===== src/hw/isa_pkg.sv =====
// Instruction set definitions shared by every pipeline stage.
// Holds the data widths, the instruction field layout and the opcode encoding.

package isa_pkg;

    typedef logic [31:0] word_t;
    typedef logic [5:0]  reg_addr_t;
    typedef logic [7:0]  byte_t;

    localparam int NUM_REGS = 64;

    // all-zero word decodes as NOP
    localparam word_t NOP_INSTR = 32'h0000_0000;

    // field positions
    localparam int OPC_HI = 31;
    localparam int OPC_LO = 26;
    localparam int RD_HI  = 25;
    localparam int RD_LO  = 20;
    localparam int RS0_HI = 19;
    localparam int RS0_LO = 14;
    localparam int RS1_HI = 13;
    localparam int RS1_LO = 8;

    // immediate widths: I-type and store/branch
    localparam int IMM_I_W = 14;
    localparam int IMM_S_W = 8;

    typedef enum logic [5:0] {
        OP_NOP  = 6'd0,
        OP_ADD  = 6'd1,
        OP_SUB  = 6'd2,
        OP_AND  = 6'd3,
        OP_OR   = 6'd4,
        OP_XOR  = 6'd5,
        OP_SLT  = 6'd6,
        OP_ADDI = 6'd7,
        OP_LW   = 6'd8,
        OP_SW   = 6'd9,
        OP_BEQ  = 6'd10,
        OP_BNE  = 6'd11,
        OP_OUT  = 6'd12
    } opcode_e;

endpackage


===== src/hw/pipe_pkg.sv =====
// Pipeline register layouts passed between the five stages.
// Each stage drives one struct into the next; the forwarding select lives here too.

package pipe_pkg;

    // fetch/decode
    typedef struct packed {
        logic          valid;
        isa_pkg::word_t pc;
        isa_pkg::word_t instr;
    } fd_t;

    // decoded control bits, travel with the instruction
    typedef struct packed {
        isa_pkg::opcode_e   op;
        isa_pkg::reg_addr_t rd;
        logic               reg_we;
        logic               mem_rd;
        logic               mem_we;
        logic               branch;
        logic               out;
    } ctrl_t;

    // decode/execute
    typedef struct packed {
        logic               valid;
        isa_pkg::word_t     pc;
        ctrl_t              ctrl;
        isa_pkg::reg_addr_t rs0;
        isa_pkg::reg_addr_t rs1;
        isa_pkg::word_t     op0;
        isa_pkg::word_t     op1;
        isa_pkg::word_t     imm;
    } de_t;

    // execute/memory
    typedef struct packed {
        logic           valid;
        ctrl_t          ctrl;
        isa_pkg::word_t alu;
        isa_pkg::word_t store_data;
    } em_t;

    // memory/write-back, drives the register file write port
    typedef struct packed {
        logic               valid;
        isa_pkg::reg_addr_t rd;
        logic               reg_we;
        isa_pkg::word_t     wdata;
    } mw_t;

    typedef enum logic [1:0] {
        FWD_RF = 2'd0,
        FWD_EM = 2'd1,
        FWD_MW = 2'd2
    } fwd_sel_e;

endpackage


===== src/hw/pipeline_ctrl.sv =====
// Hazard and stage-enable control for the pipeline.
// Picks forwarding sources, inserts load-use bubbles and flushes on taken branches.
`timescale 1ns/1ps

module pipeline_ctrl (
    input  logic               clk,
    input  logic               rstn,
    input  logic               hold,
    input  isa_pkg::reg_addr_t dec_rs0,
    input  isa_pkg::reg_addr_t dec_rs1,
    input  pipe_pkg::de_t      de,
    input  pipe_pkg::em_t      em,
    input  pipe_pkg::mw_t      mw,
    input  logic               branch_taken,
    input  logic               mem_busy,
    output pipe_pkg::fwd_sel_e fwd0,
    output pipe_pkg::fwd_sel_e fwd1,
    output logic               advance_front,
    output logic               advance_back,
    output logic               bubble_de,
    output logic               flush_fd
);
    import isa_pkg::*;
    import pipe_pkg::*;

    logic run;
    logic de_writes, em_writes;
    logic load_use;

    ////////////////////////////////////////////////////////////
    // forwarding
    ////////////////////////////////////////////////////////////

    assign de_writes = de.valid && de.ctrl.reg_we && (de.ctrl.rd != '0);
    assign em_writes = em.valid && em.ctrl.reg_we && (em.ctrl.rd != '0);

    // selects take effect once the decoded instruction sits in execute:
    // whatever is in execute now will then be in execute/memory,
    // and whatever is in execute/memory will be in memory/write-back
    always_comb begin
        fwd0 = FWD_RF;
        if (de_writes && de.ctrl.rd == dec_rs0) begin
            fwd0 = FWD_EM;
        end else if (em_writes && em.ctrl.rd == dec_rs0) begin
            fwd0 = FWD_MW;
        end
    end

    always_comb begin
        fwd1 = FWD_RF;
        if (de_writes && de.ctrl.rd == dec_rs1) begin
            fwd1 = FWD_EM;
        end else if (em_writes && em.ctrl.rd == dec_rs1) begin
            fwd1 = FWD_MW;
        end
    end

    ////////////////////////////////////////////////////////////
    // stall and flush
    ////////////////////////////////////////////////////////////

    // load data only exists in memory/write-back, one bubble covers the gap
    assign load_use = de_writes && de.ctrl.mem_rd &&
                      (de.ctrl.rd == dec_rs0 || de.ctrl.rd == dec_rs1);

    assign run           = !hold && !mem_busy;
    assign advance_back  = run;
    assign advance_front = run && !load_use;
    assign flush_fd      = run && branch_taken;
    assign bubble_de     = run && (load_use || branch_taken);

    a_no_flush_in_hold: assert property (@(posedge clk) disable iff (!rstn)
        hold |-> !flush_fd);

    // pending write-back stays put while the back end is frozen
    a_wb_frozen: assert property (@(posedge clk) disable iff (!rstn)
        (mw.valid && mw.reg_we && !run) |=> $stable(mw));

endmodule


===== config.mk =====
export PLATFORM = sky130hd
export DESIGN_NAME = pipeline_ctrl
export DESIGN_NICKNAME = d
export VERILOG_FILES = /design/src/hw/isa_pkg.sv /design/src/hw/pipe_pkg.sv /design/src/hw/pipeline_ctrl.sv
export SDC_FILE = /design/constraint.sdc
export NUM_CORES = 1
export LEC_CHECK = 0
export ABC_CLOCK_PERIOD_IN_PS = 2800
export BUFFER_PORTS_ARGS = -buffer_cell sky130_fd_sc_hd__buf_2
export CORE_AREA = 2 2 118 120
export DETAILED_ROUTE_END_ITERATION = 6
export DIE_AREA = 0 0 120 122
export PLACE_DENSITY = 0.35
export SETUP_SLACK_MARGIN = 0.5
export SYNTH_ARGS = -nofsm -noshare
export SYNTH_HDL_FRONTEND = slang
export SYNTH_SLANG_ARGS = --single-unit

===== constraint.sdc =====
create_clock -name vclk -period 2.8
set_input_delay 0.42 -clock vclk [all_inputs]
set_output_delay 0.42 -clock vclk [all_outputs]
set_load 0.01 [all_outputs]

* Word level (Yosys, flattened, before mapping)
Cells that the tools add are included.
** Cells by class
- Equal/unequal tests :: 4
- Muxes and demuxes :: 4
- Reduce and logical (&&, ||, !) cells :: 21
** Operators by type and width (count)
- $eq A6 B6 Y1 :: 4
- $logic_and A1 B1 Y1 :: 14
- $reduce_bool A6 Y1 :: 2
- $mux W2 :: 4
- $logic_not A1 Y1 :: 3
- $logic_or A1 B1 Y1 :: 2
** Storage, ports and cells
- Bits in registers :: 0
- Output and inout port bits :: 8
- Logic and storage cells :: 29

* Longest topological paths before layout
- Depth after elaboration :: 6
- Mapped depth :: 4

* Worst setup path after synthesis
OpenSTA, ideal clock, no wires.
- Path type :: input port to output port
- Start :: in de[115] (netlist bit)
- End :: out fwd0[1]
- Data arrival time :: 1.595 ns
- Data required time :: 2.380 ns
- Slack :: 0.785 ns
- Cell stages on the path :: 4
- Buffers on the path :: 0
- Cells stage by stage :: or4_4 > o311ai_2 > nor3_1 > nor3_2
** Between the ends
- Word-level cells in the longest chain between the ends :: 4
** RTL lines
- start: declaration :: line pipeline_ctrl.sv:11 : input pipe_pkg::de_t de,
- $reduce_bool A6 Y1 :: line pipeline_ctrl.sv:34 : assign de_writes = de.valid && de.ctrl.reg_we && (de.ctrl.rd != '0);
- $logic_and A1 B1 Y1 :: line pipeline_ctrl.sv:34
- $logic_and A1 B1 Y1 (*) :: line pipeline_ctrl.sv:42 : if (de_writes && de.ctrl.rd == dec_rs0) begin
- $mux W2 (*) :: line pipeline_ctrl.sv:42
- end: declaration :: line pipeline_ctrl.sv:16 : output pipe_pkg::fwd_sel_e fwd0,
Every way passes the cells marked *; elsewhere a longest branch is shown, timed or not.

* Worst setup path in the final report
- Start :: in de[116] (netlist bit)
- End :: out advance_front
** Between the ends
- Word-level cells in the longest chain between the ends :: 6
** RTL lines
- $reduce_bool A6 Y1 :: line pipeline_ctrl.sv:34
- $logic_and A1 B1 Y1 :: line pipeline_ctrl.sv:34
- $logic_and A1 B1 Y1 :: line pipeline_ctrl.sv:63 : assign load_use = de_writes && de.ctrl.mem_rd &&
- $logic_and A1 B1 Y1 (*) :: line pipeline_ctrl.sv:63
- $logic_not A1 Y1 (*) :: line pipeline_ctrl.sv:68 : assign advance_front = run && !load_use;
- $logic_and A1 B1 Y1 (*) :: line pipeline_ctrl.sv:68
- end: declaration :: line pipeline_ctrl.sv:18 : output logic advance_front,
Marked as above.

==> results.txt <==
The height of the die is 122 µm. The clock buffer count in the final layout came out at 0. The clock period minus final worst setup slack is 2.25 ns.

The highest fanout seen on the critical path came out at 3. The final count of pins violating max slew came out at 0. The worst setup path is captured at an output pin. The path type of the worst setup path is input port to output pin. The total congestion overflow after global routing is 0. The worst stage delay on the critical path came out at around 0.54 ns. The overall routing resource usage came out at 3.11%. The layout cell share with drive strength beyond 1 came out at 55.2%.

The critical path's slowest cell is sky130_fd_sc_hd__or4_4. The via count of the first global-routing pass was 553. In the finished design the tool counted flip-flops and latches totalling 0. The violation count after the first detailed-route iteration is 17. The detailed-routing iteration count for the pre-antenna-repair pass came out at 4. The analysis attributes to net switching a power of slightly above 50 µW. The setup TNS is 0 ns. The critical path arrival came out at 1.83 ns.

The number of instances in the synthesized netlist is 46. The register share of total power is 0%. Hold repair after CTS inserted 0 buffers. The min-delay analysis places its worst path in the category input port to output pin. Summing all multi-input logic gate instances after layout gives 410 µm². The mean number of vias per cell came out at 1.94. The top cell types in the final layout, fill and taps aside, are sky130_fd_sc_hd__buf_2, sky130_fd_sc_hd__xnor2_1, sky130_fd_sc_hd__xor2_1. The I/O pin count is between 300 and 400. The switching portion of total power is 52.3%. The cell area after synthesis came out at between 300 and 400 µm². The synthesis-to-finish area growth is 126%. The clock share of power is 0%.

VDD sags by at most 0.0000340 V. Among the stages of the critical path, the cell type that occurs most often is sky130_fd_sc_hd__buf_2. The number of setup violations in the final report is 0. Wires add up to 2.35 mm. After layout, the worst setup slack is 0.554 ns.

The hold violation total from the final report was 0. The layout filler cell count came out at 1581. Summing all flip-flop and latch instances after layout gives 0 µm². The leakage power is approximately 0.0003 µW.

Setup repair after global routing could not meet its margin everywhere. After detailed routing, the average wire length per cell comes to 8.78 µm. The global placement routability congestion came out at between 0.7 and 0.8.

The critical path goes through buf_2, or4_4, o311a_1, a311oi_2, buf_2. The flow ran to the end, and the final reports show no timing, DRC or antenna violations. The pin count of the biggest net entering global routing is 5. The worst pin sits at a relative slew slack of 66.4%. The number of routed nets with antenna violations is 0.

The die footprint came out at 0.0146 mm². The floorplan row count came out at 43. The number of antenna cells inserted came out at 0. The proportion of power drawn by combinational gates came out at 100.0%. The worst slack after detailed placement came out at between 0.4 and 0.5 ns. The unique cell type count in the Yosys netlist came out at 18. The number of remaining DRC errors is 0. Sequential elements use 0% of the synthesized area. The initial core utilization is 2.80%.

The total number of vias is roughly 520. The total of max-cap violations is 0. For this run, the share of the core covered by cells in the final layout is under 10%. STA classifies the critical path startpoint as an input port. Dividing total power by cell area gives a power density of approximately 110 mW/mm². When the netlist entered floorplanning its net count stood at 343. The data required time at the worst endpoint came out at around 2.4 ns. Of the available clock period, the critical path in the final layout requires around 80%. The leading cell type in the layout, fill and taps excluded is sky130_fd_sc_hd__buf_2. At the pin with the least slew margin, the transition time is 0.495 ns.

The synthesized area divided by synthesized cell count is 8.21 µm². The final net count came out at roughly 390. The internal power came out at between 40 and 50 µW. The first global-routing pass estimated roughly 3.4 mm of wire. The maximum clock frequency came out at 0.445 GHz. The die is ~120 µm wide.

The initial antenna violation count is 0. During synthesis, Yosys emitted a total of 0 warnings. The count of buffers added on input and output ports is 40. The core box area came out at around 0.014 mm². The worst hold slack across all endpoints is 1.10 ns.
[per-layer routing]
layer	vias to the layer above	global-route usage, %	wire (µm)
met3	0	0.328	111
met4	0	0	0
li1	257	-	-
met2	21	4.79	1030
met5	-	0	0
met1	240	4.88	1210
[stage by stage]
step	total power [µW]	area [µm²]	cells
CTS	97.7	856	267
global placement	89.9	803	266
floorplan	40.8	378	46
finish	96.2	856	267
detailed placement	90.9	803	266
global route	106	856	267
[cell type report]
type | instances | share of cell area [%]
multi-input cells | 46 | 48.0
well taps | 180 | 26.3
repair buffers | 41 | 25.7
[power groups by stage]
stage | Clock [µW] | Combinational [µW] | Sequential [µW]
5_1_grt | 0 | 106 | 0
4_1_cts | 0 | 97.7 | 0
3_3_place_gp | 0 | 89.9 | 0
2_1_floorplan | 0 | 40.8 | 0
6_report | 0 | 96.2 | 0
3_5_place_dp | 0 | 90.9 | 0
[what timing repair did]
action / 4_1_cts / 5_1_grt
pin swaps: 6 / 2
gates resized for setup: 9 / 0
setup buffers: 1 / 0
setup endpoints to repair: 2 / 3
[cell usage after synthesis, drive strengths merged]
master,count,area (µm²)
and2,1,6.26
nor2,1,3.75
nor3,4,30.0
nor4,2,12.5
o311ai,2,25.0
xnor2,16,140
nand4,2,12.5
or4,2,18.8
a311oi,1,15.0
o22ai,1,6.26
nand2,2,7.51
nand3,2,10.0
xor2,8,70.1
a41o,1,10.0
o311a,1,10.0
[worst max-delay path, delay by kind of cell]
kind                   cells  cell delay [ns]
buffers and inverters      2             0.29
and+or+nand+nor            1             0.54
AOI/OAI and AO/OA          2             0.57
[final timing paths]
path	start	to	slack [ns]	depth (start not counted)
setup / recovery	de[116]	advance_front	0.55	5
hold / removal	mem_busy	advance_front	1.10	3
[cells by family (layout without fill, tap and decap cells)]
| group | after synthesis | count (layout) | share of synthesized area (%) |
|---|---|---|---|
| simple gates | 16 | 16 | 26.8 |
| buf+inv | 0 | 41 | 0 |
| xor+xnor | 24 | 24 | 55.6 |
| compound gates | 6 | 6 | 17.6 |
(Power assumes the default switching activity.)
