[src/hw/isa_pkg.sv]
// Instruction set definitions shared by every pipeline stage.
// Holds the data widths, the instruction field layout and the opcode encoding.

package isa_pkg;

    typedef logic [31:0] word_t;
    typedef logic [5:0]  reg_addr_t;
    typedef logic [7:0]  byte_t;

    localparam int NUM_REGS = 64;

    // all-zero word decodes as NOP
    localparam word_t NOP_INSTR = 32'h0000_0000;

    // field positions
    localparam int OPC_HI = 31;
    localparam int OPC_LO = 26;
    localparam int RD_HI  = 25;
    localparam int RD_LO  = 20;
    localparam int RS0_HI = 19;
    localparam int RS0_LO = 14;
    localparam int RS1_HI = 13;
    localparam int RS1_LO = 8;

    // immediate widths: I-type and store/branch
    localparam int IMM_I_W = 14;
    localparam int IMM_S_W = 8;

    typedef enum logic [5:0] {
        OP_NOP  = 6'd0,
        OP_ADD  = 6'd1,
        OP_SUB  = 6'd2,
        OP_AND  = 6'd3,
        OP_OR   = 6'd4,
        OP_XOR  = 6'd5,
        OP_SLT  = 6'd6,
        OP_ADDI = 6'd7,
        OP_LW   = 6'd8,
        OP_SW   = 6'd9,
        OP_BEQ  = 6'd10,
        OP_BNE  = 6'd11,
        OP_OUT  = 6'd12
    } opcode_e;

endpackage

[src/hw/pipe_pkg.sv]
// Pipeline register layouts passed between the five stages.
// Each stage drives one struct into the next; the forwarding select lives here too.

package pipe_pkg;

    // fetch/decode
    typedef struct packed {
        logic          valid;
        isa_pkg::word_t pc;
        isa_pkg::word_t instr;
    } fd_t;

    // decoded control bits, travel with the instruction
    typedef struct packed {
        isa_pkg::opcode_e   op;
        isa_pkg::reg_addr_t rd;
        logic               reg_we;
        logic               mem_rd;
        logic               mem_we;
        logic               branch;
        logic               out;
    } ctrl_t;

    // decode/execute
    typedef struct packed {
        logic               valid;
        isa_pkg::word_t     pc;
        ctrl_t              ctrl;
        isa_pkg::reg_addr_t rs0;
        isa_pkg::reg_addr_t rs1;
        isa_pkg::word_t     op0;
        isa_pkg::word_t     op1;
        isa_pkg::word_t     imm;
    } de_t;

    // execute/memory
    typedef struct packed {
        logic           valid;
        ctrl_t          ctrl;
        isa_pkg::word_t alu;
        isa_pkg::word_t store_data;
    } em_t;

    // memory/write-back, drives the register file write port
    typedef struct packed {
        logic               valid;
        isa_pkg::reg_addr_t rd;
        logic               reg_we;
        isa_pkg::word_t     wdata;
    } mw_t;

    typedef enum logic [1:0] {
        FWD_RF = 2'd0,
        FWD_EM = 2'd1,
        FWD_MW = 2'd2
    } fwd_sel_e;

endpackage

[src/hw/decode_stage.sv]
// Decode stage: splits the instruction word, reads the register file
// and loads decode/execute. Forwarded operands are chosen as the entry enters execute.
`timescale 1ns/1ps

module decode_stage (
    input  logic               clk,
    input  logic               rstn,
    input  logic               advance,
    input  logic               bubble,
    input  pipe_pkg::fd_t      fd,
    input  pipe_pkg::fwd_sel_e fwd0,
    input  pipe_pkg::fwd_sel_e fwd1,
    output isa_pkg::reg_addr_t rf_raddr0,
    output isa_pkg::reg_addr_t rf_raddr1,
    input  isa_pkg::word_t     rf_rdata0,
    input  isa_pkg::word_t     rf_rdata1,
    input  pipe_pkg::em_t      em,
    input  pipe_pkg::mw_t      mw,
    output isa_pkg::reg_addr_t dec_rs0,
    output isa_pkg::reg_addr_t dec_rs1,
    output pipe_pkg::de_t      de
);
    import isa_pkg::*;
    import pipe_pkg::*;

    logic [5:0] op_raw;
    opcode_e    op;
    de_t        de_n, de_q;
    fwd_sel_e   fwd0_q, fwd1_q;

    assign op_raw    = fd.instr[OPC_HI:OPC_LO];
    assign dec_rs0   = fd.instr[RS0_HI:RS0_LO];
    assign dec_rs1   = fd.instr[RS1_HI:RS1_LO];
    assign rf_raddr0 = dec_rs0;
    assign rf_raddr1 = dec_rs1;

    // unknown opcodes fall back to NOP
    assign op = (fd.valid && op_raw <= 6'(OP_OUT)) ? opcode_e'(op_raw) : OP_NOP;

    always_comb begin
        de_n             = '0;
        de_n.valid       = fd.valid;
        de_n.pc          = fd.pc;
        de_n.ctrl.op     = op;
        de_n.ctrl.rd     = fd.instr[RD_HI:RD_LO];
        de_n.ctrl.reg_we = op inside {OP_ADD, OP_SUB, OP_AND, OP_OR, OP_XOR,
                                      OP_SLT, OP_ADDI, OP_LW};
        de_n.ctrl.mem_rd = (op == OP_LW);
        de_n.ctrl.mem_we = (op == OP_SW);
        de_n.ctrl.branch = (op == OP_BEQ) || (op == OP_BNE);
        de_n.ctrl.out    = (op == OP_OUT);
        de_n.rs0         = dec_rs0;
        de_n.rs1         = dec_rs1;
        de_n.op0         = rf_rdata0;
        de_n.op1         = rf_rdata1;
        if (op == OP_ADDI || op == OP_LW) begin
            de_n.imm = {{(32-IMM_I_W){fd.instr[IMM_I_W-1]}}, fd.instr[IMM_I_W-1:0]};
        end else begin
            de_n.imm = {{(32-IMM_S_W){fd.instr[IMM_S_W-1]}}, fd.instr[IMM_S_W-1:0]};
        end
    end

    always_ff @(posedge clk) begin
        if (!rstn || bubble) begin
            de_q   <= '0;
            fwd0_q <= FWD_RF;
            fwd1_q <= FWD_RF;
        end else if (advance) begin
            de_q   <= de_n;
            fwd0_q <= fwd0;
            fwd1_q <= fwd1;
        end
    end

    // operand muxes on the registered entry
    always_comb begin
        de = de_q;
        case (fwd0_q)
            FWD_EM:  de.op0 = em.alu;
            FWD_MW:  de.op0 = mw.wdata;
            default: de.op0 = de_q.op0;
        endcase
        case (fwd1_q)
            FWD_EM:  de.op1 = em.alu;
            FWD_MW:  de.op1 = mw.wdata;
            default: de.op1 = de_q.op1;
        endcase
    end

endmodule

[config.mk]
export PLATFORM = sky130hd
export DESIGN_NAME = decode_stage
export DESIGN_NICKNAME = d
export VERILOG_FILES = /design/src/hw/isa_pkg.sv /design/src/hw/pipe_pkg.sv /design/src/hw/decode_stage.sv
export SDC_FILE = /design/constraint.sdc
export NUM_CORES = 1
export LEC_CHECK = 0
export ABC_AREA = 0
export BUFFER_PORTS_ARGS = -buffer_cell sky130_fd_sc_hd__buf_2
export CAP_MARGIN = 20
export CORE_AREA = 2 2 171 173
export DETAILED_ROUTE_END_ITERATION = 10
export DIE_AREA = 0 0 173 175
export MAX_ROUTING_LAYER = met4
export SETUP_SLACK_MARGIN = 0.1
export SLEW_MARGIN = 15
export SYNTH_ARGS = -nofsm -noshare
export SYNTH_HDL_FRONTEND = slang
export SYNTH_SLANG_ARGS = --single-unit
export TNS_END_PERCENT = 100
[constraint.sdc]
create_clock -name clk -period 1.9 [get_ports clk]
set_input_delay 0.095 -clock clk [delete_from_list [all_inputs] [get_ports clk]]
set_output_delay 0.095 -clock clk [all_outputs]
set_load 0.02 [all_outputs]
* After elaboration in Yosys (flattened, before gate mapping)
Index checks and enable logic that the tools add are counted.
W data, S select, Z words.
** Storage, ports and cells
- Register bits :: 162
- Bits of input ports :: 259
- Output and inout port bits :: 182
- Word-level logic and storage cells :: 43
** Operators by class
- $lt $le $gt $ge :: 1
- Equality and inequality tests :: 16
- Multiplexer cells :: 4
- Reductions and logical operators :: 6
** Operators with widths (number)
- $pmux W32 S2 :: 2
- $mux W32 :: 1
- $eq A6 B4 Y1 const B :: 5
- $eq A6 B3 Y1 const B :: 4
- $eq A6 B2 Y1 const B :: 2
- $reduce_bool A8 Y1 :: 1
- $eq A6 B1 Y1 const B :: 1
- $le A6 B4 Y1 const B :: 1
- $mux W6 :: 1
- $eq A2 B1 Y1 const B :: 2
- $eq A2 B2 Y1 const B :: 2
- $logic_or A1 B1 Y1 :: 3
- $logic_and A1 B1 Y1 :: 1
- $logic_not A1 Y1 :: 1

* Longest topological paths before layout
- Depth in word-level cells :: 6
- Depth in mapped cells :: 6
- Gate-level depth less buffers :: 4

* Least setup slack after synthesis
Ideal clock, no wire load.
- Path kind :: reg2out
- From :: register fwd1_q[0]
- To :: output de[56] (netlist name)
- Data arrival time :: 1.504 ns
- Data required time :: 1.805 ns
- Slack :: 0.301 ns
- Cell stages (with the launch flop) :: 6
- Buffers on the path :: 2
- Cells stage by stage :: dfxtp_1 -> inv_1 -> ha_1 -> clkbuf_1 -> clkbuf_1 -> o21ai_0
** RTL lines
- start: declaration :: RTL line decode_stage.sv:29 : fwd_sel_e fwd0_q, fwd1_q;
- start signal: assignment :: RTL line decode_stage.sv:71 : fwd1_q <= fwd1;
- end: declaration :: RTL line decode_stage.sv:21 : output pipe_pkg::de_t de

==> results.md <==
- Status: completed
- Simple-gate area share of the yosys netlist: 0.128
- Max IR drop VDD: about 470 uV
- Crit path max fanout: 16
- Filler instances: between 2,000 and 3,000
- Fin crit period: 1.84 ns
- Nets@finish: about 1,500
- Post-Route Setup TNS: 0 ns
- Synth Warn #: 0
- Synth area leader: dfxtp_1
- Adder-Cell Fraction of Synth Area: 0.00687
- Worst-case hold slack: 0.0251 ns
- EDFF count, synth: 0
- CP Launch Type: flip-flop
- Syn nets: about 1,100
- Initial Utilization: 0.256
- Final ANT Viol Nets: 0
- GRT Util Overall: 0.170
- Worst Skew: 0 ns
- GRT overflow: 0
- Pins over their slew limit: 0
- XOR/XNOR Fraction of Synth Area: 0
- Antenna violations before repair: 2
- CP arrival: between 1.5 and 2 ns
- Row count: 62
- First-pass GRT wire length: 39,500 um
- Design Area, Final: around 12,000 um^2
- Power Dens Cells: ~720 nW/um^2
- Period utilization: 0.967
- CP endpoint kind: output port
- Vias in the first global route: 7,276
- Synthesized area: roughly 7300 um^2
- Die Wd: between 150 and 200 um
- Max-Cap Viols: 0
- Most frequent cell after synthesis: dfxtp_1
- R2r setup slk: approximately 0.94 ns
- Via count: between 7,000 and 8,000
- Share of cells above drive strength 1: 0.470
- Mux cell area share after synthesis: 0.175
- Worst hold-check path type: input port to flip-flop
- Crit Path Class: flip-flop to output port
- Critical Path RT: ~1.8 ns
- Synth cell count leaders: dfxtp_1, nor2_1, mux2i_1, buf_4, nand2_1
- CTS tree: done
- Worst Hold Endpoint: de[122]
- Synth async-reset ratio: 0
- Seq cells post-synth: between 100 and 150
- Max Freq: between 500 and 600 MHz
- Iteration-0 DRC Markers: 407
- Sink Count: between 100 and 150
- Mapped Cells: between 800 and 900
- Slew HR: 0.535
- Final WL: ~30,000 um
- Clk buf depth: 2
- Post-DP HPWL: ~17,000 um
- Remaining DRCs: 0
- Synth area leaders: dfxtp_1, mux2i_1, buf_4, nor2_1, a22oi_1
- Final hold vios: 0
- Synth Area in Compound Gates: 0.133
- Leakage: 0.00560 uW
- Top cell type's share of synthesized area: 0.396
- Synth cell types: 32
- R2R cell count: 2
- Sequential element share of the synthesized area: 0.396
- Largest family of logic cells by synthesized area: multiplexers
- Placer Congestion: between 0.8 and 0.9
- Routed WL per cell: between 15 and 20 um
- Port Buf Inserts: 382
- Placed cell areas: a little under 9000 um^2
- TritonCTS Buffers: 17
- Hold_sp: fd[29]
- TritonRoute pass-1 iters: 5
- DR vias/cell: roughly 4.6
- Synth-to-Final Area Change: 67.4%
- Die area: roughly 30,000 um^2
- Clk_lat worst skew: ~0.41 ns
- CTS root buf: clkbuf_16
- H-tree Lvls: 4
- Clock slew at reported path FFs: approximately 0.07 ns
- Die Ht: roughly 180 um
- Slew @ Worst Pin: 0.691 ns
- RSZ-0062 raised after global routing: true
- Setup-failing EPs final: 0
- Hold depth: 3
- Largest net degree at the start of global routing: 53
- # IOs: between 400 and 500
- Reg2reg end: de[30]
- Worst R2R Start: de[30]
- Avg Cell Area, Syn: 8.71 um^2
- Core Region: 28,400 um^2
- Top FF cell, synth: dfxtp_1
## power by group
group          internal, uW  switching (uW)
Combinational           852             906
Clock                  2390            1520
Sequential             3110            59.5
Total                  6350            2490
## cell usage in the layout, fill, tap and decap left out, types with 2 or more instances in the layout
cell / Yosys / layout
o21ai_0: 65 / 9
inv_1: 11 / 7
buf_16: 0 / 3
buf_2: 20 / 324
nand2_2: 0 / 23
o21ai_4: 0 / 11
dfxtp_1: 144 / 140
inv_6: 0 / 4
buf_12: 0 / 15
buf_4: 119 / 35
buf_6: 0 / 40
a221oi_1: 6 / 6
inv_2: 0 / 3
nand2_4: 0 / 9
ha_4: 0 / 4
a22oi_2: 0 / 37
mux2i_1: 127 / 127
and3_1: 2 / 2
nand4_1: 3 / 3
dlygate4sd3_1: 0 / 126
diode_2: 0 / 2
dfxtp_4: 0 / 3
inv_8: 0 / 3
o2111ai_1: 2 / 2
a21oi_1: 6 / 6
bufinv_16: 0 / 5
nor2_1: 137 / 137
a32oi_1: 2 / 2
nand2_1: 72 / 40
clkbuf_16: 0 / 28
o21ai_2: 0 / 26
clkinv_4: 0 / 2
and2b_1: 2 / 2
o21ai_1: 0 / 19
a22oi_1: 64 / 27
## kinds of logic (layout without fill, tap and decap cells)
logic type,after synthesis,after routing
and+or+nand+nor,225,225
adders and majority gates,4,4
other,0,2
AOI/OAI and AO/OA,149,149
DFF,144,144
muxes,127,127
buffers and inverters,187,599
## registers in the layout (all words and copies together) (netlist names)
register and cells:
fwd1_q 2, de 76, de_q 64, fwd0_q 2
## metal layers
metal	up-vias	part of all wire	global-route usage
li1	3552	-	-
met1	3576	0.40	0.200
met2	387	0.51	0.286
met3	56	0.061	0.0329
met4	0	0.029	0.0699
met5	-	0	-
## timing repair
action / CTS / global route
endpoints found under the setup margin: 64 / 64
hold buffers: 126 / 0
pin swaps: 9 / 27
setup buffers: 3 / 12
gates cloned: 2 / 15
gates resized for setup: 52 / 252
hold endpoints to repair: 131 / 0
## how the worst max path moves through the flow
stage / startpoint / endpoint / cells past startpoint
after floorplan: fwd1_q[0] / de[56] / 5
after global placement: fwd0_q[0] / de[64] / 6
after detailed placement: advance / de[9] / 4
after CTS: fwd0_q[0] / de[93] / 6
after global routing: fwd1_q[0] / de[36] / 6
final: fwd1_q[0] / de[32] / 5
## metrics by stage
stage / utilization / setup WS (ns) / power [uW] / std cells
finish: 0.429 / 0.0624 / 8840 / 1634
global route: 0.429 / 0.00338 / 9190 / 1634
CTS: 0.388 / 0.0190 / 8640 / 1605
detailed placement: 0.311 / 0.287 / 4420 / 1442
global placement: 0.311 / 0.308 / 4400 / 1442
floorplan: - / 0.301 / 3990 / 836
## area by class of cell
type                            instances  area (um^2)  area share
Tap cell                              384          480      0.0394
Inverter                               11         43.8     0.00359
Antenna cell                            2         5.00    0.000411
Sequential cell                       144         2900       0.238
Multi-Input combinational cell        505         3810       0.313
Clock buffer                           17          425      0.0349
Clock inverter                         15          244      0.0200
Timing Repair Buffer                  556         4280       0.351
## critical path: stages, from the launching register on
cell	delay (ns)
dfxtp_2	0.34
inv_2	0.05
ha_4	0.39
clkbuf_16	0.25
o21ai_0	0.12
buf_2	0.17
Power figures use the tool's default switching activity.
