`src/hw/isa_pkg.sv`:
```
// Instruction set definitions shared by every pipeline stage.
// Holds the data widths, the instruction field layout and the opcode encoding.

package isa_pkg;

    typedef logic [31:0] word_t;
    typedef logic [5:0]  reg_addr_t;
    typedef logic [7:0]  byte_t;

    localparam int NUM_REGS = 64;

    // all-zero word decodes as NOP
    localparam word_t NOP_INSTR = 32'h0000_0000;

    // field positions
    localparam int OPC_HI = 31;
    localparam int OPC_LO = 26;
    localparam int RD_HI  = 25;
    localparam int RD_LO  = 20;
    localparam int RS0_HI = 19;
    localparam int RS0_LO = 14;
    localparam int RS1_HI = 13;
    localparam int RS1_LO = 8;

    // immediate widths: I-type and store/branch
    localparam int IMM_I_W = 14;
    localparam int IMM_S_W = 8;

    typedef enum logic [5:0] {
        OP_NOP  = 6'd0,
        OP_ADD  = 6'd1,
        OP_SUB  = 6'd2,
        OP_AND  = 6'd3,
        OP_OR   = 6'd4,
        OP_XOR  = 6'd5,
        OP_SLT  = 6'd6,
        OP_ADDI = 6'd7,
        OP_LW   = 6'd8,
        OP_SW   = 6'd9,
        OP_BEQ  = 6'd10,
        OP_BNE  = 6'd11,
        OP_OUT  = 6'd12
    } opcode_e;

endpackage

```
`src/hw/pipe_pkg.sv`:
```
// Pipeline register layouts passed between the five stages.
// Each stage drives one struct into the next; the forwarding select lives here too.

package pipe_pkg;

    // fetch/decode
    typedef struct packed {
        logic          valid;
        isa_pkg::word_t pc;
        isa_pkg::word_t instr;
    } fd_t;

    // decoded control bits, travel with the instruction
    typedef struct packed {
        isa_pkg::opcode_e   op;
        isa_pkg::reg_addr_t rd;
        logic               reg_we;
        logic               mem_rd;
        logic               mem_we;
        logic               branch;
        logic               out;
    } ctrl_t;

    // decode/execute
    typedef struct packed {
        logic               valid;
        isa_pkg::word_t     pc;
        ctrl_t              ctrl;
        isa_pkg::reg_addr_t rs0;
        isa_pkg::reg_addr_t rs1;
        isa_pkg::word_t     op0;
        isa_pkg::word_t     op1;
        isa_pkg::word_t     imm;
    } de_t;

    // execute/memory
    typedef struct packed {
        logic           valid;
        ctrl_t          ctrl;
        isa_pkg::word_t alu;
        isa_pkg::word_t store_data;
    } em_t;

    // memory/write-back, drives the register file write port
    typedef struct packed {
        logic               valid;
        isa_pkg::reg_addr_t rd;
        logic               reg_we;
        isa_pkg::word_t     wdata;
    } mw_t;

    typedef enum logic [1:0] {
        FWD_RF = 2'd0,
        FWD_EM = 2'd1,
        FWD_MW = 2'd2
    } fwd_sel_e;

endpackage

```
`src/hw/exec_stage.sv`:
```
// Execute stage: ALU, address generation and branch resolution.
// A taken branch reports its target; the branch itself leaves as a bubble.
`timescale 1ns/1ps

module exec_stage (
    input  logic           clk,
    input  logic           rstn,
    input  logic           advance,
    input  logic           bubble,
    input  pipe_pkg::de_t  de,
    output logic           branch_taken,
    output isa_pkg::word_t redirect_pc,
    output pipe_pkg::em_t  em
);
    import isa_pkg::*;
    import pipe_pkg::*;

    word_t a, b, alu;
    logic  equal;

    assign a     = de.op0;
    assign b     = de.op1;
    assign equal = (a == b);

    always_comb begin
        case (de.ctrl.op)
            OP_ADD:  alu = a + b;
            OP_SUB:  alu = a - b;
            OP_AND:  alu = a & b;
            OP_OR:   alu = a | b;
            OP_XOR:  alu = a ^ b;
            OP_SLT:  alu = {31'b0, $signed(a) < $signed(b)};
            // address or immediate add
            OP_ADDI, OP_LW, OP_SW: alu = a + de.imm;
            OP_OUT:  alu = a;
            default: alu = '0;
        endcase
    end

    assign branch_taken = de.valid && de.ctrl.branch &&
                          ((de.ctrl.op == OP_BEQ) ? equal : !equal);
    assign redirect_pc  = de.pc + 32'd4 + {de.imm[29:0], 2'b00};

    always_ff @(posedge clk) begin
        if (!rstn) begin
            em <= '0;
        end else if (advance) begin
            em.valid      <= de.valid && !bubble;
            em.ctrl       <= de.ctrl;
            em.alu        <= alu;
            em.store_data <= b;
        end
    end

endmodule

```
`config.mk`:
```
export PLATFORM = sky130hd
export DESIGN_NAME = exec_stage
export DESIGN_NICKNAME = d
export VERILOG_FILES = /design/src/hw/isa_pkg.sv /design/src/hw/pipe_pkg.sv /design/src/hw/exec_stage.sv
export SDC_FILE = /design/constraint.sdc
export NUM_CORES = 1
export LEC_CHECK = 0
export BUFFER_PORTS_ARGS = -buffer_cell sky130_fd_sc_hd__buf_2
export CAP_MARGIN = 20
export CORE_MARGIN = 5
export CORE_UTILIZATION = 55
export DETAILED_ROUTE_END_ITERATION = 16
export PLACE_DENSITY = 0.83
export SETUP_SLACK_MARGIN = 0.3
export SLEW_MARGIN = 30
export SYNTH_ARGS = -nofsm -noshare
export SYNTH_HDL_FRONTEND = slang
export SYNTH_SLANG_ARGS = --single-unit
```
`constraint.sdc`:
```
create_clock -name clk -period 4.54 [get_ports clk]
set_input_delay 0.227 -clock clk [delete_from_list [all_inputs] [get_ports clk]]
set_output_delay 0.227 -clock clk [all_outputs]
set_load 0.005 [all_outputs]
```
Word-level counts from Yosys, hierarchy flattened
Index checks and enable logic that the tools add are counted.
{ "totals": {"inputBits": 162, "mem_bits_ro": 0, "elab_cells": 39, "mem_count": 0, "ff_bits": 82, "output_inout_bits": 115, "latch_bits": 0, "ramBits": 0} }
{ "classes": {"n_eq_ne": 12, "magnitude_cmp": 1, "n_mux": 2, "div": 0, "reduce_logical": 6, "addsub": 5, "bitwise_logic": 3, "mul": 0, "n_shift": 0} }
{ "op_table": {"columns": ["op", "n"], "rows": [
  ["$pmux W32 S8", 1],
  ["$add A32 B32 Y32", 3],
  ["$add A32 B3 Y32 const B", 1],
  ["$and A32 B32 Y32", 1],
  ["$eq A32 B32 Y1", 1],
  ["$lt A32 B32 Y1", 1],
  ["$or A32 B32 Y32", 1],
  ["$sub A32 B32 Y32", 1],
  ["$xor A32 B32 Y32", 1],
  ["$eq A6 B3 Y1 const B", 4],
  ["$eq A6 B4 Y1 const B", 4],
  ["$eq A6 B2 Y1 const B", 2],
  ["$eq A6 B1 Y1 const B", 1],
  ["$logic_and A1 B1 Y1", 3],
  ["$reduce_or A3 Y1", 1],
  ["$logic_not A1 Y1", 2],
  ["$mux W1", 1]
]} }

Depth between registers and ports, before layout
Gate-level depths: netlist of run 1.
{ "depth": {"depth_word": 4, "mapped_depth": 19, "ltp_nobuf": 17} }

Worst setup path after synthesis of run 1
OpenSTA, ideal clock, no wires.
{ "synth_timing": {"kind": "input-to-reg", "from": "input port de[120] (netlist name)", "to": "register em[56] (netlist name)", "t_arrival_ps": 3745, "path_buffers": 2, "cell_stages": 18, "path_slack_ps": 673, "setup_ps": 122, "t_required_ps": 4418, "path_cell_list": "clkbuf_1 > nor2_1 > nand2_1 > a21oi_1 > clkbuf_1 > o21ai_0 > ha_1 > fa_1 > nand3_1 > nand2_1 > a211oi_1 > a31oi_1 > a21oi_1 > o21ai_0 > a41o_1 > xor2_1 > a221oi_1 > nor2_1"} }
{ "synth_between": {"elab_chain_cells": 3, "elab_cells_between_ends": 12, "cone_classes": "eq/ne (10); mux (1); reduce/logical (1)"} }
{ "synth_rtl": {"columns": ["item", "line", "source"], "rows": [
  ["start, declared", "exec_stage.sv:10", "input pipe_pkg::de_t de,"],
  ["$eq A6 B3 Y1 / $eq A6 B4 Y1 (equally long branches)", "exec_stage.sv:26", "case (de.ctrl.op)"],
  ["$reduce_or A3 Y1", "exec_stage.sv:26", null],
  ["$pmux W32 S8 *", "exec_stage.sv:26", null],
  ["end, declared", "exec_stage.sv:13", "output pipe_pkg::em_t em"]
]} }
Mark *: on every way between the ends. The rest lies on a longest branch, timed or not.
A chain may end at the register's enable or synchronous reset.

Final worst setup path of run 1
{ "layout_timing": {"from": "input port de[1] (netlist name)", "to": "output port redirect_pc[31]"} }
{ "layout_between": {"elab_chain_cells": 1} }
{ "layout_rtl": {"columns": ["item", "line", "source"], "rows": [
  ["$add A32 B32 Y32", "exec_stage.sv:42", "assign redirect_pc = de.pc + 32'd4 + {de.imm[29:0], 2'b00};"],
  ["end, declared", "exec_stage.sv:12", "output isa_pkg::word_t redirect_pc,"]
]} }
Every way passes these cells.

==> results.toml, run 1 <==
[floorplanning]
design.core.area_um2 = 18890
die_area_um2 = 22230
die_y_um = 149.1
io_pins = 277
start_util_pct = 56.32
die_w_um = 149.1
fp-row-count = 50

[layout]
final_util_pct = 66.03
largest_reg_flops = 82
stdcell_count = 1855
regArea_um2 = 1642
fillCellCount = 1650
fin_nets = 1946
largest_register = "em"
num_antenna_cells = 0
area_growth_pct = 17.24
design_area_um2 = 12470
reg.largest.list = "em x82"
layout-drive-gt1-share_pct = 20.75
multi_input_area_um2 = 8381

[timing]
slew_headroom_pct = 34.98
hold_viol_final = 0
maxSlewViolCount = 0
fin_setup_tns_ns = 0
finClkSkew_ns = 0
clock.fmax_mhz = 251.6
rsz0062_at_grt = "false"
finalSetupViolCount = 0
finalCriticalPeriod_ns = 3.975
tightest_slew_ns = 0.9731
final.setup.worst_slack_ns = 0.5648
finalCritPeriodShare_pct = 87.56

[global_route]
antenna_found_initial = 0
overflow = 0
first_global_vias = 10800
grt_pass1_wl_mm = 54.46
grt.total_usage_pct = 30.06
grt_max_degree = 69

[yosys]
syn_avg_cell_area_um2 = 7.767
synth_edf_count = 0
synthCells = 1370
async_flop_share_pct = 0
yosys.area.top_type_share_pct = 22.46
synth_seq_area_share_pct = 15.43
yosysWarnings = 0
synth-seq-cells = 82
synth_ff_type = "dfxtp_1"
synth_fp_nets = 1726
synth_top_area_cell = "ha_1"
yosys-top-cells-area = "ha_1, dfxtp_1, mux2i_1"
yosysUniqueCellTypes = 84
syn_area_um2 = 10640

[clock_tree]
clk_latency_ns = 0.36
cts_hold_buf = 0
clkSinkCount = 82
tritoncts = "built"
htree_num_levels = 3
clk_path_buf_depth = 2
post_cts_buffers = 0
path_clk_slew_ns = 0.07
cts_root_buf = "clkbuf_16"
cts_buffers = 9

[drt]
ant_nets = 0
drc = 0
dr.pass1.iters = 5
route.detailed.vias_per_inst = 5.960
wl_per_cell_um = 18.71
drt_iter0_markers = 860
vias = 11060
wirelength_mm = 34.70

[critical_path]
crit_fanout = 3
crit_start = "de[1]"
critPathSlowestCell = "or4_1"
worstPathRequired_ns = 4.31
critPathBufInv = 2
cp_top_family = "compound AO/OA/AOI/OAI gates"
startpoint_type = "primary input"
worstReg2RegStart = "em[54]"
crit_arrival_ns = 3.75
crit_chain = "buf_2 > ha_1 > ha_1 > fa_1 > a211oi_2 > nor2_1 > o311ai_4 > a31oi_2 > or4_1 > nand3b_1 > a31oi_1 > a21o_1 > a21oi_2 > xnor2_1 > buf_2"
path_class = "primary input to output port"
cp-end-kind = "output port"
slowest_delay_ns = 0.56

[place]
placed_area_um2 = 12140
dp.cells = 1839
pre_cts_slack_ns = 0.4961
io_buffers = 260
hpwl_mm = 26.71
gp_congestion = 0.9507

[status]
status = "finished clean"

[power_and_ir_drop]
powerDensity_nw_per_um2 = 228.2
p_leak_nw = 6.108
vdd_drop_max_uv = 178.3

[hold_path]
hp-class = "primary input to flip-flop"
hold_start = "de[118]"

[flow_run]
cap_violations = 0
## cell families (layout without fill, tap and decap cells)
group	after synthesis	count (layout)	share of synthesized area [%]
buffers and inverters	172	397	6.256
multiplexers	55	55	5.186
flip-flops	82	82	15.43
XOR/XNOR	69	69	5.680
adder cells (fa/ha/maj)	194	194	23.02
AO/OA/AOI/OAI	415	415	26.39
AND/OR/NAND/NOR	383	383	18.04
## stage by stage
| step | power (mW) | hold WS (ns) |
|---|---|---|
| 2_1_floorplan | 1.605 | 0.3966 |
| 3_3_place_gp | 1.978 | 0.4299 |
| 3_5_place_dp | 2.008 | 0.4415 |
| 4_1_cts | 2.834 | 0.1249 |
| 5_1_grt | 3.021 | 0.1441 |
| 6_report | 2.847 | 0.1287 |
## Yosys cell counts (16+ instances only)
| master | number |
|---|---|
| clkbuf_1 | 52 |
| nor3_1 | 23 |
| nand3_1 | 20 |
| mux2i_1 | 54 |
| ha_1 | 191 |
| a31oi_1 | 21 |
| inv_1 | 110 |
| a221oi_1 | 26 |
| a22oi_1 | 16 |
| a21o_1 | 33 |
| nand2_1 | 109 |
| xor2_1 | 21 |
| nor2_1 | 83 |
| o21a_1 | 16 |
| and2_1 | 17 |
| xnor2_1 | 48 |
| nor2b_1 | 70 |
| a21oi_1 | 94 |
| dfxtp_1 | 82 |
| o21ai_0 | 94 |
## worst paths after layout
| kind | end | slack [ns] | cells past startpoint |
|---|---|---|---|
| max | redirect_pc[31] | 0.56 | 15 |
| max reg2reg | em[54] | 3.36 | 5 |
| min | em[74] | 0.13 | 3 |
| min reg2reg | em[57] | 0.48 | 2 |
## power by group
part | switching, mW | internal, mW | leakage (nW) | total (mW)
clock network | 0.382 | 0.445 | 0.157 | 0.827
registers | 0.0128 | 0.746 | 0.671 | 0.759
logic | 0.720 | 0.540 | 5.28 | 1.26
## cell usage in the layout (no fill, tap or decap), types with 21 or more instances in the layout
cell type	netlist	routed
nor2_1	83	83
nor3_1	23	23
nor2b_1	70	70
nand2_1	109	109
o21ai_0	94	94
a221oi_1	26	26
buf_2	1	259
dfxtp_1	82	82
xor2_1	21	21
a21oi_1	94	92
a21o_1	33	33
xnor2_1	48	48
inv_1	110	110
mux2i_1	54	54
ha_1	191	191
## layout make-up
cell class / instances / share of cell area (%)
clock buffers: 9 / 1.805
clock inverters: 7 / 0.7222
inverters: 111 / 3.340
multi-input cells: 1116 / 67.18
flip-flops and latches: 82 / 13.16
well taps: 260 / 2.608
repair buffers: 270 / 11.18
## layer usage
layer  vias up  global-route usage (%)  part of all wire (%)
met5         -                       0                     0
met4         0                   9.474                   3.2
met3        83                   5.105                   8.6
met2       499                   51.30                    47
met1      5115                   38.69                    42
li1       5358                       -                     -
## tightest hold or removal path, delay by kind of cell
| family | cells | cell delay (ns) |
|---|---|---|
| buf+inv | 1 | 0.07 |
| simple gates | 1 | 0.09 |
| mux | 1 | 0.06 |
## repair_timing
item / CTS / global route
resized for setup: 0 / 3
endpoints found under the setup margin: 0 / 1
hold endpoints to repair: 0 / 0
Power figures use the tool's default switching activity.
==> inputs of run 2 (changes only) <==
--- a/config.mk
+++ b/config.mk
@@ -8,10 +8,8 @@
 export BUFFER_PORTS_ARGS = -buffer_cell sky130_fd_sc_hd__buf_2
 export CAP_MARGIN = 20
 export CORE_MARGIN = 5
-export CORE_UTILIZATION = 55
+export CORE_UTILIZATION = 38
 export DETAILED_ROUTE_END_ITERATION = 16
-export PLACE_DENSITY = 0.83
-export SETUP_SLACK_MARGIN = 0.3
 export SLEW_MARGIN = 30
 export SYNTH_ARGS = -nofsm -noshare
 export SYNTH_HDL_FRONTEND = slang
==> constraint.sdc (replaced) <==
create_clock -name clk -period 4.45 [get_ports clk]
set_input_delay 0.2225 -clock clk [delete_from_list [all_inputs] [get_ports clk]]
set_output_delay 0.2225 -clock clk [all_outputs]
set_load 0.005 [all_outputs]
==> run 2 against run 1 <==
  * Sequential power grew 2%
  * Global-route usage fell by 8.2 points
  * Critical path depth unchanged
  * Critical path type unchanged
  * Cell area up 0.88%
  * Sequential share of layout area down 0.12 points
  * Critical endpoint unchanged
  * Largest power group unchanged
  * Highest routed layer unchanged
  * Wire length up 3.2%
  * Largest cell class unchanged
==> results.toml, run 2 (synthesis results as in run 1) <==
[critical_path]
worstPathRequired_ns = 4.23
cp.depth = 15
slowest_delay_ns = 0.58
path_class = "primary input to output port"
crit_fanout = 3
crit_chain = "buf_2 > ha_1 > ha_1 > fa_1 > a211oi_1 > nor2_1 > o311ai_2 > a31oi_1 > or4_1 > nand3b_1 > a31oi_1 > a21o_1 > a21oi_2 > xnor2_1 > buf_2"
startpoint_type = "primary input"
crit_arrival_ns = 3.83
worstReg2RegStart = "em[51]"
cp-end-kind = "output port"
cp_top_family = "compound AO/OA/AOI/OAI gates"
critPathBufInv = 2
critPathSlowestCell = "or4_1"
ff2ff_path_depth = 5
crit_start = "de[1]"

[timing]
final.setup.worst_slack_ns = 0.3933
hold_viol_final = 0
fin_setup_tns_ns = 0
tightest_slew_ns = 1.005
finalCritPeriodShare_pct = 91.16
finalSetupViolCount = 0
maxSlewViolCount = 0
rsz0062_at_grt = "false"
slew_headroom_pct = 32.87
finClkSkew_ns = 0
finalCriticalPeriod_ns = 4.057
holdWs_ns = 0.1167
clock.fmax_mhz = 246.5

[layout]
mostFrequentLayoutCells = "buf_2, ha_1, inv_1"
largest_reg_flops = 82
final_util_pct = 45.42
fin_nets = 1949
largest_register = "em"
layout-drive-gt1-share_pct = 20.71
design_area_um2 = 12580
mostFrequentLayoutCell = "buf_2"
area_growth_pct = 18.27
fillCellCount = 2843
num_antenna_cells = 0
reg.largest.list = "em x82"

[global_route]
antenna_found_initial = 0
grt_pass1_wl_mm = 55.22
grt_max_degree = 60
overflow = 0
grt.total_usage_pct = 21.88
first_global_vias = 10270

[clock_tree]
cts_buffers = 9
cts_hold_buf = 0
clkSinkCount = 82
post_cts_buffers = 0
tritoncts = "built"
path_clk_slew_ns = 0.07
clk_latency_ns = 0.36
cts_resized = 0
clk_path_buf_depth = 2
cts_root_buf = "clkbuf_16"
htree_num_levels = 3

[place]
placed_area_um2 = 12290
gp_congestion = 0.8944
hpwl_mm = 28.11
io_buffers = 260
pre_cts_slack_ns = 0.3719

[floorplanning]
design.core.area_um2 = 27710
start_util_pct = 38.40
die_area_um2 = 31450
fp-row-count = 61
io_pins = 277
die_y_um = 177.3
die_w_um = 177.3

[power_and_ir_drop]
vdd_drop_max_uv = 176.3
powerDensity_nw_per_um2 = 225.4
p_leak_nw = 6.108

[status]
status = "finished clean"

[drt]
drc = 0
vias = 10790
ant_nets = 0
wirelength_mm = 35.81
wl_per_cell_um = 18.12
dr.pass1.iters = 5
route.detailed.vias_per_inst = 5.462
drt_iter0_markers = 662

[hold_path]
holdPathStages = 3
hp-class = "primary input to flip-flop"
hold_start = "de[113]"

[flow_run]
cap_violations = 0
run 2: final timing paths:
check,end,slack [ns]
max reg2reg,em[51],3.34
max,redirect_pc[31],0.39
min,em[69],0.12
min reg2reg,em[53],0.45
run 2: where the power goes:
group	switching (mW)	internal (mW)
clock	0.381	0.407
combinational	0.724	0.551
sequential	0.0130	0.762
total	1.12	1.72
run 2: metrics by stage:
step,cells,power (mW)
after global placement,1960,2.039
final,1976,2.837
after floorplan,1370,1.637
after detailed placement,1960,2.053
after CTS,1976,2.851
after global routing,1976,3.018
run 2: worst reg2reg max path, cell delays in order, from the launching register on:
cell	delay, ns
dfxtp_1	0.30
nor2b_1	0.13
a21oi_1	0.16
o211ai_1	0.13
a221oi_2	0.21
nor2_1	0.07
run 2: routing by layer:
| metal | global-route usage [%] | vias to the layer above | share of wire [%] |
|---|---|---|---|
| met5 | 0 | - | 0 |
| met4 | 4.351 | 0 | 1.3 |
| met3 | 3.536 | 34 | 6.1 |
| met2 | 37.96 | 346 | 48 |
| met1 | 28.83 | 5045 | 45 |
| li1 | - | 5368 | - |
run 2: cell type report:
cell class | instances | area, um2 | area share, %
Clock buffer | 10 | 239.0 | 1.899
Clock inverter | 6 | 55.05 | 0.4375
Inverter | 111 | 416.7 | 3.311
Multi-Input combinational cell | 1116 | 8358 | 66.41
Sequential cell | 82 | 1642 | 13.04
Tap cell | 378 | 473.0 | 3.758
Timing Repair Buffer | 273 | 1401 | 11.14
==> inputs of run 3 (changes only) <==
--- a/config.mk
+++ b/config.mk
@@ -10,6 +10,7 @@
 export CORE_MARGIN = 5
 export CORE_UTILIZATION = 38
 export DETAILED_ROUTE_END_ITERATION = 16
+export REMOVE_ABC_BUFFERS = 1
 export SLEW_MARGIN = 30
 export SYNTH_ARGS = -nofsm -noshare
 export SYNTH_HDL_FRONTEND = slang
==> run 3 against run 2 <==
  * Via count about the same
  * Global-route usage grew 0.40 points
  * Wire length rose by 0.57%
  * Sequential power hardly changed
  * Clock-buffer cell count shrank 1
  * Total power grew 0.48%
  * Non-clock buffer count shrank 1
  * Final cell count unchanged
  * Worst setup slack got worse by 0.012 ns
  * Die area unchanged
  * Cell area is 0.22% higher
  * Largest power group unchanged
==> results.toml, run 3 (synthesis results as in run 1) <==
[status]
status = "finished clean"

[critical_path]
reg2reg_slack_ns = 3.33
cp-end-kind = "output port"
crit_arrival_ns = 3.85
worstPathRequired_ns = 4.23
cp_top_family = "compound AO/OA/AOI/OAI gates"
critPathSlowestCell = "or4_1"
crit_fanout = 3
ff2ff_path_depth = 3
startpoint_type = "primary input"
worstReg2RegStart = "em[56]"
rr_endpoint = "em[56]"
slowest_delay_ns = 0.58
critPathBufInv = 2
path_class = "primary input to output port"
crit_chain = "buf_2 > ha_1 > ha_1 > fa_1 > a211oi_1 > nor2_1 > o311ai_2 > a31oi_1 > or4_1 > nand3b_1 > a31oi_1 > a21o_1 > a21oi_2 > xnor2_1 > buf_2"

[global_route]
grt.total_usage_pct = 22.28
overflow = 0
grt_pass1_wl_mm = 56.50
first_global_vias = 10600
antenna_found_initial = 4
grt_max_degree = 45

[drt]
ant_nets = 0
vias = 10800
drc = 0
wirelength_mm = 36.01
drt_iter0_markers = 623
wl_per_cell_um = 18.22
route.detailed.vias_per_inst = 5.465
dr.pass1.iters = 5

[clock_tree]
clk_latency_ns = 0.35
post_cts_buffers = 0
clk_path_buf_depth = 2
htree_num_levels = 3
cts_hold_buf = 0
cts_resized = 0
cts_buffers = 9
clkSinkCount = 82
tritoncts = "built"
path_clk_slew_ns = 0.08
cts_root_buf = "clkbuf_16"

[layout]
largest_register = "em"
reg.largest.list = "em x82"
final_util_pct = 45.52
design_area_um2 = 12610
largest_reg_flops = 82
layout-drive-gt1-share_pct = 20.73
mostFrequentLayoutCell = "buf_2"
fin_nets = 1948
fillCellCount = 2842
area_growth_pct = 18.53
mostFrequentLayoutCells = "buf_2, ha_1, inv_1"

[floorplanning]
fp-row-count = 61
die_w_um = 177.3
die_y_um = 177.3
start_util_pct = 38.40
die_area_um2 = 31450
io_pins = 277
design.core.area_um2 = 27710

[timing]
finClkSkew_ns = 0
slew_headroom_pct = 34.35
holdWs_ns = 0.1172
hold_viol_final = 0
finalCriticalPeriod_ns = 4.069
finalCritPeriodShare_pct = 91.44
fin_setup_tns_ns = 0
tightest_slew_ns = 0.9847
final.setup.worst_slack_ns = 0.3809
rsz0062_at_grt = "false"
maxSlewViolCount = 0
clock.fmax_mhz = 245.8
finalSetupViolCount = 0

[place]
hpwl_mm = 27.91
placed_area_um2 = 12280
io_buffers = 260
gp_congestion = 0.8948
pre_cts_slack_ns = 0.3492

[flow_run]
cap_violations = 0

[hold_path]
hold_start = "de[114]"
hp-class = "primary input to flip-flop"
holdPathStages = 3
hold-path-endpoint = "em[70]"

[power_and_ir_drop]
vdd_drop_max_uv = 186.5
powerDensity_nw_per_um2 = 226.0
p_leak_nw = 6.117
## run 3: power by group
group          internal [mW]  switching (mW)
Clock                  0.404           0.402
Combinational          0.549           0.723
Sequential             0.761          0.0124
## run 3: layout make-up
class	count	area, um2	share of cell area, %
clock inverters	7	78.83	0.6250
diodes	1	2.502	0.01984
well taps	378	473.0	3.750
clock buffers	9	225.2	1.786
repair buffers	272	1414	11.21
multi-input cells	1116	8361	66.29
flip-flops and latches	82	1642	13.02
inverters	111	416.7	3.304
## run 3: per-layer routing
layer  track usage (%)  vias up  part of all wire (%)
met3             3.899       40                   7.1
met4             4.383        6                   1.3
met5                 0        -                 0.061
li1                  -     5375                     -
met2             37.28      349                    45
met1             30.32     5028                    46
## run 3: tightest hold or removal path, cell delays in order
cell	delay, ns
buf_2	0.07
mux2i_1	0.06
nor2b_1	0.09
## run 3: per-stage QoR
step	power, mW	std cells
3_3_place_gp	2.031	1958
3_5_place_dp	2.048	1958
5_1_grt	3.051	1976
6_report	2.851	1976
4_1_cts	2.869	1974
2_1_floorplan	1.612	1309
## run 3: worst max path at each step
stage / startpoint / endpoint / slack, ns / cells past startpoint
after detailed placement: de[0] / redirect_pc[31] / 0.35 / 17
after global routing: de[0] / redirect_pc[31] / 0.16 / 17
after global placement: de[0] / redirect_pc[31] / 0.37 / 17
after CTS: de[0] / redirect_pc[31] / 0.34 / 17
after floorplan: de[124] / em[56] / -0.87 / 15
final: de[1] / redirect_pc[31] / 0.38 / 15
